**src/include/div_defines.svh**
```systemverilog
`ifndef DIV_DEFINES_SVH
`define DIV_DEFINES_SVH

// dividend width
`define DIV_N_W 16

// divisor, quotient and remainder width
`define DIV_D_W 8

// statistics counters
`define DIV_CNT_W 16

`endif
```
**src/hw/div_pkg.sv**
```systemverilog
`include "div_defines.svh"

package div_pkg;

  // one division request
  typedef struct packed {
    logic [`DIV_N_W-1:0] n;
    logic [`DIV_D_W-1:0] d;
  } div_req_t;

  // one divider result
  typedef struct packed {
    logic [`DIV_D_W-1:0] q;
    logic [`DIV_D_W-1:0] r;
  } div_res_t;

  // one compared sample as seen at the monitor output
  typedef struct packed {
    div_res_t            exact;
    div_res_t            approx;
    logic [`DIV_D_W-1:0] q_err;       // |exact.q - approx.q|
    logic                r_mismatch;
    logic                overflow;    // high byte >= divisor, incl. divide by zero
    logic                mismatch;    // quotient or remainder differs
  } div_cmp_t;

endpackage

```
**src/hw/div_compare_top.sv**
```systemverilog
`timescale 1ns/1ps
`include "div_defines.svh"

module div_compare_top (
  input  logic                  clk,
  input  logic                  rst_n,
  input  logic                  in_valid,
  input  div_pkg::div_req_t     in_req,
  input  logic                  stats_clear,
  output logic                  out_valid,
  output div_pkg::div_cmp_t     out_cmp,
  output logic [`DIV_CNT_W-1:0] sample_count,
  output logic [`DIV_CNT_W-1:0] mismatch_count,
  output logic [`DIV_D_W-1:0]   max_q_err
);

  div_pkg::div_req_t req_q;
  logic              req_valid_q;
  div_pkg::div_res_t exact_res;
  div_pkg::div_res_t approx_res;

  // input stage, one cycle
  always_ff @(posedge clk or negedge rst_n) begin
    if (!rst_n) begin
      req_valid_q <= 1'b0;
      req_q       <= '0;
    end else begin
      req_valid_q <= in_valid;
      if (in_valid) begin
        req_q <= in_req;
      end
    end
  end

  // both arrays see the same registered request
  exact_div_array u_exact (
    .req (req_q),
    .res (exact_res)
  );

  approx_div_array u_approx (
    .req (req_q),
    .res (approx_res)
  );

  div_error_monitor u_monitor (
    .clk            (clk),
    .rst_n          (rst_n),
    .req            (req_q),
    .req_valid      (req_valid_q),
    .exact_res      (exact_res),
    .approx_res     (approx_res),
    .stats_clear    (stats_clear),
    .out_valid      (out_valid),
    .out_cmp        (out_cmp),
    .sample_count   (sample_count),
    .mismatch_count (mismatch_count),
    .max_q_err      (max_q_err)
  );

endmodule

```
**src/hw/div_error_monitor.sv**
```systemverilog
`timescale 1ns/1ps
`include "div_defines.svh"

module div_error_monitor (
  input  logic                  clk,
  input  logic                  rst_n,
  input  div_pkg::div_req_t     req,
  input  logic                  req_valid,
  input  div_pkg::div_res_t     exact_res,
  input  div_pkg::div_res_t     approx_res,
  input  logic                  stats_clear,
  output logic                  out_valid,
  output div_pkg::div_cmp_t     out_cmp,
  output logic [`DIV_CNT_W-1:0] sample_count,
  output logic [`DIV_CNT_W-1:0] mismatch_count,
  output logic [`DIV_D_W-1:0]   max_q_err
);

  div_pkg::div_cmp_t   cmp_d;
  logic                sample_ok;
  logic [`DIV_N_W-1:0] recon;  // exact q * d + r

  always_comb begin
    cmp_d.exact  = exact_res;
    cmp_d.approx = approx_res;
    if (exact_res.q >= approx_res.q) begin
      cmp_d.q_err = exact_res.q - approx_res.q;
    end else begin
      cmp_d.q_err = approx_res.q - exact_res.q;
    end
    cmp_d.r_mismatch = (exact_res.r != approx_res.r);
    cmp_d.overflow   = (req.n[`DIV_N_W-1 -: `DIV_D_W] >= req.d);
    cmp_d.mismatch   = (exact_res.q != approx_res.q) | cmp_d.r_mismatch;
  end

  assign sample_ok = req_valid & ~cmp_d.overflow;  // overflows stay out of the stats

  always_ff @(posedge clk or negedge rst_n) begin
    if (!rst_n) begin
      out_valid <= 1'b0;
    end else begin
      out_valid <= req_valid;
    end
  end

  always_ff @(posedge clk) begin
    if (req_valid) begin
      out_cmp <= cmp_d;
    end
  end

  // stats move on the same edge as out_valid, clear has priority
  always_ff @(posedge clk or negedge rst_n) begin
    if (!rst_n) begin
      sample_count   <= '0;
      mismatch_count <= '0;
      max_q_err      <= '0;
    end else if (stats_clear) begin
      sample_count   <= '0;
      mismatch_count <= '0;
      max_q_err      <= '0;
    end else if (sample_ok) begin
      if (sample_count != '1) begin
        sample_count <= sample_count + 1'b1;
      end
      if (cmp_d.mismatch && mismatch_count != '1) begin
        mismatch_count <= mismatch_count + 1'b1;
      end
      if (cmp_d.q_err > max_q_err) begin
        max_q_err <= cmp_d.q_err;
      end
    end
  end

  assign recon = {{(`DIV_N_W-`DIV_D_W){1'b0}}, exact_res.q} * {{(`DIV_N_W-`DIV_D_W){1'b0}}, req.d}
               + {{(`DIV_N_W-`DIV_D_W){1'b0}}, exact_res.r};

  // exact array output checked against the request that drove it
  a_exact_ok: assert property (@(posedge clk) disable iff (!rst_n)
    sample_ok |-> (recon == req.n) && (exact_res.r < req.d));

  a_mismatch_mono: assert property (@(posedge clk) disable iff (!rst_n)
    !stats_clear |=> mismatch_count >= $past(mismatch_count));

  a_valid_src: assert property (@(posedge clk) disable iff (!rst_n)
    out_valid |-> $past(req_valid));

endmodule

```
**src/hw/approx_div_array.sv**
```systemverilog
`timescale 1ns/1ps
`include "div_defines.svh"

module approx_div_array (
  input  div_pkg::div_req_t req,
  output div_pkg::div_res_t res
);

  localparam int W           = `DIV_D_W;
  localparam int APPROX_ROWS = 6;  // quotient bits 0..5 use the cheap cell

  logic [W-1:0] row_in  [W];
  logic [W-1:0] row_top;
  logic [W-1:0] row_out [W];
  logic [W-1:0] q;

  // exact borrow subtractor, {borrow out, difference}
  function automatic logic [1:0] sub_cell(
    input logic x,
    input logic y,
    input logic bin
  );
    sub_cell = {(~x & y) | (~(x ^ y) & bin), x ^ y ^ bin};
  endfunction

  // simplified cell: borrow out stuck at 1, difference ignores the minuend bit
  function automatic logic [1:0] approx_cell(
    input logic y,
    input logic bin
  );
    approx_cell = {1'b1, y | bin};
  endfunction

  for (genvar i = 0; i < W; i++) begin : g_row
    logic [W:0]   borrow;
    logic [W-1:0] diff;

    if (i == W-1) begin : g_first
      assign row_in[i]  = req.n[`DIV_N_W-2 -: W];
      assign row_top[i] = req.n[`DIV_N_W-1];
    end else begin : g_next
      assign row_in[i]  = {row_out[i+1][W-2:0], req.n[i]};
      assign row_top[i] = row_out[i+1][W-1];
    end

    if (i < APPROX_ROWS) begin : g_approx
      // the final borrow is always 1, so q[i] reduces to row_top[i]
      always_comb begin
        borrow[0] = 1'b0;
        for (int j = 0; j < W; j++) begin
          {borrow[j+1], diff[j]} = approx_cell(req.d[j], borrow[j]);
        end
      end
    end else begin : g_exact
      always_comb begin
        borrow[0] = 1'b0;
        for (int j = 0; j < W; j++) begin
          {borrow[j+1], diff[j]} = sub_cell(row_in[i][j], req.d[j], borrow[j]);
        end
      end
    end

    assign q[i]       = row_top[i] | ~borrow[W];
    assign row_out[i] = q[i] ? diff : row_in[i];
  end

  assign res.q = q;
  assign res.r = row_out[0];

endmodule

```
**src/hw/exact_div_array.sv**
```systemverilog
`timescale 1ns/1ps
`include "div_defines.svh"

module exact_div_array (
  input  div_pkg::div_req_t req,
  output div_pkg::div_res_t res
);

  localparam int W = `DIV_D_W;

  logic [W-1:0] row_in  [W];  // partial remainder entering each row
  logic [W-1:0] row_top;      // bit above row_in, forces the subtract when set
  logic [W-1:0] row_out [W];  // remainder leaving each row
  logic [W-1:0] q;

  // full borrow subtractor, returns {borrow out, difference}
  function automatic logic [1:0] sub_cell(
    input logic x,
    input logic y,
    input logic bin
  );
    sub_cell = {(~x & y) | (~(x ^ y) & bin), x ^ y ^ bin};
  endfunction

  // row i produces quotient bit i, the msb row comes first
  for (genvar i = 0; i < W; i++) begin : g_row
    logic [W:0]   borrow;
    logic [W-1:0] diff;

    if (i == W-1) begin : g_first
      assign row_in[i]  = req.n[`DIV_N_W-2 -: W];
      assign row_top[i] = req.n[`DIV_N_W-1];
    end else begin : g_next
      // shift in the next dividend bit below the previous remainder
      assign row_in[i]  = {row_out[i+1][W-2:0], req.n[i]};
      assign row_top[i] = row_out[i+1][W-1];
    end

    always_comb begin
      borrow[0] = 1'b0;
      for (int j = 0; j < W; j++) begin
        {borrow[j+1], diff[j]} = sub_cell(row_in[i][j], req.d[j], borrow[j]);
      end
    end

    // no final borrow means the divisor fits
    assign q[i]       = row_top[i] | ~borrow[W];
    assign row_out[i] = q[i] ? diff : row_in[i];  // restore on a zero bit
  end

  assign res.q = q;
  assign res.r = row_out[0];

endmodule

```
**config.mk**
```make
export PLATFORM = sky130hd
export DESIGN_NAME = div_compare_top
export DESIGN_NICKNAME = d
export VERILOG_FILES = /design/src/hw/div_pkg.sv /design/src/hw/div_compare_top.sv /design/src/hw/div_error_monitor.sv /design/src/hw/approx_div_array.sv /design/src/hw/exact_div_array.sv
export VERILOG_INCLUDE_DIRS = /design/src /design/src/include
export SDC_FILE = /design/constraint.sdc
export NUM_CORES = 1
export LEC_CHECK = 0
export BUFFER_PORTS_ARGS = -buffer_cell sky130_fd_sc_hd__buf_2
export CORE_ASPECT_RATIO = 0.6
export CORE_MARGIN = 8
export CORE_UTILIZATION = 55
export CTS_CLUSTER_DIAMETER = 200
export DETAILED_ROUTE_END_ITERATION = 6
export GPL_ROUTABILITY_DRIVEN = 0
export PLACE_DENSITY = 0.76
export SLEW_MARGIN = 20
export SYNTH_ARGS = -nofsm -noshare
export SYNTH_HDL_FRONTEND = slang
export SYNTH_HIERARCHICAL = 1
export SYNTH_SLANG_ARGS = --single-unit
```
**constraint.sdc**
```tcl
create_clock -name clk -period 94.4 [get_ports clk]
set_clock_uncertainty 0.1 [all_clocks]
set_input_delay 28.32 -clock clk [delete_from_list [all_inputs] [get_ports clk]]
set_output_delay 28.32 -clock clk [all_outputs]
set_load 0.02 [all_outputs]
```
## Word level (Yosys, flattened, before mapping)

Cells that the tools add are included.

| operators by class | value |
|---|---|
| $lt $le $gt $ge | 3 |
| reduce and logical (&&, ||, !) cells | 8 |
| muxes and demuxes | 24 |
| add/sub/neg operators | 4 |
| equal/unequal tests | 4 |
| bitwise operators | 435 |

Operators with widths:

| kind | count |
|---|---|
| $mux W8 | 18 |
| $not A1 Y1 | 129 |
| $and A1 B1 Y1 | 121 |
| $xor A1 B1 Y1 | 120 |
| $mux W16 | 6 |
| $or A1 B1 Y1 | 65 |
| $add A16 B1 Y16 const B | 2 |
| $ne A16 B16 Y1 const B | 2 |
| $ge A8 B8 Y1 | 2 |
| $sub A8 B8 Y8 | 2 |
| $gt A8 B8 Y1 | 1 |
| $ne A8 B8 Y1 | 1 |
| $reduce_bool A2 Y1 | 4 |
| $ne A6 B6 Y1 | 1 |
| $reduce_and A2 Y1 | 3 |
| $logic_and A1 B1 Y1 | 1 |

| storage, ports and cells | value |
|---|---|
| input bits | 28 |
| word-level logic and storage cells | 493 |
| output and inout port bits | 84 |
| bits in registers | 109 |

## Logic depth before layout (Yosys ltp)

| depth | value |
|---|---|
| depth after elaboration | 158 |
| gate-level depth with buffers | 113 |

## By module

Netlist, hierarchy kept.

Modules (own cells, without submodules):

| module | cells an instance | area each (µm²) | times used |
|---|---|---|---|
| div_error_monitor | 432 | 4700.8 | 1 |
| exact_div_array | 234 | 2444.8 | 1 |
| div_compare_top | 52 | 1022.2 | 1 |
| approx_div_array | 77 | 724.4 | 1 |

## Worst setup path after synthesis

OpenSTA, ideal clock, no wires.

| timing path | value |
|---|---|
| path kind | reg-to-reg |
| start point | register req_q[0] (netlist bit) |
| end point | register u_monitor.max_q_err[0] |
| data required time | 94.220 ns |
| path slack | 64.069 ns |
| library setup time | 0.080 ns |
| clock period less this slack | 30.331 ns |
| stages on the path, launching flop included | 110 |
| arrival time | 30.151 ns |
| cells stage by stage | dfrtp_1 -> ha_1 -> inv_1 -> fa_1 -> fa_1 -> fa_1 -> fa_1 -> fa_1 -> fa_1 -> fa_1 -> nor2_2 -> nand2_1 -> o21ai_0 -> fa_1 -> inv_1 -> fa_1 -> fa_1 -> fa_1 -> (+74 left out) -> a2111o_1 -> buf_6 -> inv_1 -> ha_1 -> inv_1 -> fa_1 -> nand3_1 -> nand3_1 -> a31oi_4 -> mux2i_1 -> xnor2_1 -> inv_1 -> ha_1 -> a21o_1 -> a21o_1 -> a211o_1 -> a31oi_1 -> o2bb2ai_1 |

RTL lines:

| element | RTL line | RTL |
|---|---|---|
| from (decl) | div_compare_top.sv:17 | `div_pkg::div_req_t req_q;` |
| from (signal assigned) | div_compare_top.sv:30 | `req_q <= in_req;` |
| to (signal assigned) | div_error_monitor.sv:70 | `max_q_err <= cmp_d.q_err;` |
| to (decl) | div_error_monitor.sv:16 | `` output logic [`DIV_D_W-1:0] max_q_err `` |

==> flow_metrics.py <==
metrics = {
    "worst_setup_path": {
        "cpPeakStageDelay_ps": 700,
        "regToRegSetupSlack_ps": 61800,
        "r2r-end": "u_monitor/max_q_err[0]$_DFFE_PN0P_",
        "crit_fanout": 19,
        "crit_buf_inv": 11,
        "cp_slowest_cell": "dfrtp_1",
        "path_class": "register to register",
        "path_delay_family": "adder cells",
        "crit_top_cell": "fa_1",
        "worstPathRequired_ps": 94570,
        "reg2reg_depth": 104,
        "startpoint_type": "register",
        "r2r-start": "req_q[0]$_DFFE_PN0P_",
        "end_kind": "register",
        "cp.arrival_ps": 32760,
    },
    "final_layout": {
        "layout-drive-gt1-share": 0.249,
        "n_fill_cell": 1314,
        "n_antenna_cell": 0,
        "fin_nets": 1041,
        "syn_to_final_growth_pct": 11.1,
    },
    "cts": {
        "cts_hold_buf": 0,
        "cts_tree": "yes",
        "path_clk_slew_ps": 90,
        "clockBufferDepth": 2,
        "cts.htree.levels": 3,
        "cts_buffers": 9,
        "cts_resized": 0,
        "clk_latency_ps": 350,
        "cts.sinks": 109,
        "cts_setup_buffers": 0,
        "cts_root_buf": "clkbuf_16",
    },
    "logic_synthesis": {
        "syn-instance-count": 795,
        "synth-edff-count": 43,
        "async_reset_ff_frac": 0.606,
        "synthSimpleGateAreaFrac": 0.132,
        "netlist_area_sq_um": 8890,
        "synth_mux_area_frac": 0.116,
        "syn_avg_cell_area_sq_um": 11.2,
        "post_synth_num_cell_types": 87,
        "yosys_warnings": 6,
        "synth_compound_area_frac": 0.118,
        "syn_nets": 938,
        "yosysSeqAreaShare": 0.331,
        "synthXorXnorAreaFrac": 0.0138,
        "synth_seq_cells": 109,
        "synth_ff_type": "dfrtp_1",
        "synth_top_family_by_area": "adder cells",
        "synth_adder_area_share": 0.223,
    },
    "run": {
        "cap_violations": 0,
    },
    "grt": {
        "antenna_found_initial": 0,
        "grt_max_degree": 67,
        "grt_pass1_wl_um": 34900,
        "grt_usage": 0.212,
        "grt_pass1_vias": 6358,
        "overflow": 0,
    },
    "drt": {
        "wl_met1_um": 10800,
        "wl_met3_um": 2030,
        "top_layer": "met4",
        "met2_length_um": 8630,
        "ant_nets": 0,
        "drt-initial-drc-count": 634,
        "routed_wl_um": 21700,
        "drtPass1Iterations": 5,
        "num_vias": 6592,
        "vias_per_cell": 5.93,
        "drc_errors": 0,
        "post_drt_wl_per_cell_um": 19.5,
    },
    "timing": {
        "slew_headroom": 0.393,
        "fin_crit_sh": 0.345,
        "grt_setup_unrepaired": "false",
        "drv_slew": 0,
        "tns_ps": 0,
        "tightest_slew_ps": 910,
        "report.final.setup_viol": 0,
        "finalHoldViolCount": 0,
        "min_period_ps": 32600,
        "fmax_mhz": 30.7,
    },
    "die": {
        "die_h_um": 114,
        "fp.dieW_um": 180,
        "core-area_sq_um": 16000,
        "num_io_pins": 112,
        "rows": 36,
        "die_area_sq_um": 20600,
        "start_util": 0.555,
    },
    "worst_hold_path": {
        "hp-start": "u_monitor/max_q_err[2]$_DFFE_PN0P_",
        "hold_class": "register to register",
        "whs_endpoint": "u_monitor/max_q_err[2]$_DFFE_PN0P_",
        "whs_path_depth": 1,
    },
    "placed_design": {
        "numPortBuffers": 111,
        "dp_hpwl_um": 16500,
    },
    "status": {
        "status": "complete, no violations",
    },
}
state kept, by name, summed over array words and instances, names as in the netlist:
name / cells
u_monitor/out_valid: 1
u_monitor/out_cmp: 43
req_q: 24
u_monitor/mismatch_count: 16
u_monitor/max_q_err: 8
req_valid_q: 1
u_monitor/sample_count: 16
synthesized netlist by cell type (all sizes together), types with 6 or more instances:
| master | count | share of area |
|---|---|---|
| inv | 102 | 0.043 |
| nor2 | 35 | 0.017 |
| fa | 72 | 0.16 |
| a21oi | 43 | 0.026 |
| a31oi | 6 | 0.0083 |
| o21ai | 18 | 0.010 |
| clkbuf | 12 | 0.0051 |
| buf | 17 | 0.018 |
| ha | 43 | 0.061 |
| nor2b | 15 | 0.011 |
| xor2 | 10 | 0.0098 |
| o2bb2ai | 8 | 0.0079 |
| mux2i | 32 | 0.037 |
| o31ai | 16 | 0.015 |
| edfxtp | 43 | 0.15 |
| nand2 | 37 | 0.016 |
| dfrtp | 66 | 0.19 |
| nor3 | 14 | 0.0097 |
| nand4 | 9 | 0.0063 |
| or4 | 16 | 0.014 |
| nand3 | 20 | 0.011 |
| a21o | 7 | 0.0059 |
| mux2 | 54 | 0.078 |
| and3 | 13 | 0.011 |
layer usage:
layer | track usage | up-vias
met1 | 0.326 | 3208
met2 | 0.298 | 336
li1 | - | 3036
met4 | 0.0280 | 0
met5 | 0 | -
met3 | 0.0554 | 12
cell families (layout without fill, tap and decap cells):
logic type | Yosys count | count (layout)
adders and majority gates | 115 | 115
xor gates and xnor gates | 14 | 14
AOI/OAI and AO/OA | 139 | 139
and+or+nand+nor | 200 | 200
DFF | 109 | 109
buffers and inverters | 132 | 240
muxes | 86 | 86
stage by stage:
stage          hold WS, ps  utilization  instances  setup WS, ps  area [sq um]
6_report               430        0.616       1112         61800          9880
5_1_grt                462        0.616       1112         60280          9880
4_1_cts                429        0.616       1112         61900          9880
3_5_place_dp           409        0.597       1096         62020          9580
3_3_place_gp           405        0.597       1096         62480          9580
2_1_floorplan          397            -        795         64070          8890
cell type report:
cell class                      instances  area (sq um)  area share
Clock buffer                            9           225      0.0228
Multi-Input combinational cell        554          5350       0.542
Tap cell                              209           262      0.0265
Timing Repair Buffer                  121           631      0.0638
Clock inverter                          7          77.6     0.00785
Inverter                              103           390      0.0395
Sequential cell                       109          2940       0.298
cells in the final DEF (no fill, tap or decap), types with 5 or more instances in the layout:
cell	count
nand2b_1	5
or4_1	16
ha_1	43
nor3_1	12
a21oi_1	41
o31ai_1	15
and3_1	10
mux2_2	29
dfrtp_1	65
edfxtp_1	43
o2bb2ai_1	8
clkbuf_16	9
mux2i_1	31
xor2_1	10
inv_1	100
buf_4	10
mux2_4	23
nand3_1	20
nor2b_1	15
nor2_1	30
a21o_1	7
fa_1	72
buf_2	111
o21ai_0	17
nand2_1	37
nand4_1	9
worst max path at each step:
stage                          from  slack (ps)                            endpoint  depth (start not counted)
2_1_floorplan  req_q[0]$_DFFE_PN0P_       64070  u_monitor/max_q_err[0]$_DFFE_PN0P_                        109
3_3_place_gp   req_q[0]$_DFFE_PN0P_       62480  u_monitor/max_q_err[6]$_DFFE_PN0P_                        104
3_5_place_dp   req_q[0]$_DFFE_PN0P_       62020  u_monitor/max_q_err[5]$_DFFE_PN0P_                        105
4_1_cts        req_q[0]$_DFFE_PN0P_       61900  u_monitor/max_q_err[6]$_DFFE_PN0P_                        105
5_1_grt        req_q[0]$_DFFE_PN0P_       60280  u_monitor/max_q_err[3]$_DFFE_PN0P_                        105
6_report       req_q[0]$_DFFE_PN0P_       61800  u_monitor/max_q_err[0]$_DFFE_PN0P_                        104
Power is not shown: default switching activity piles up to over one toggle a cycle in this logic, so the estimate is an artifact.
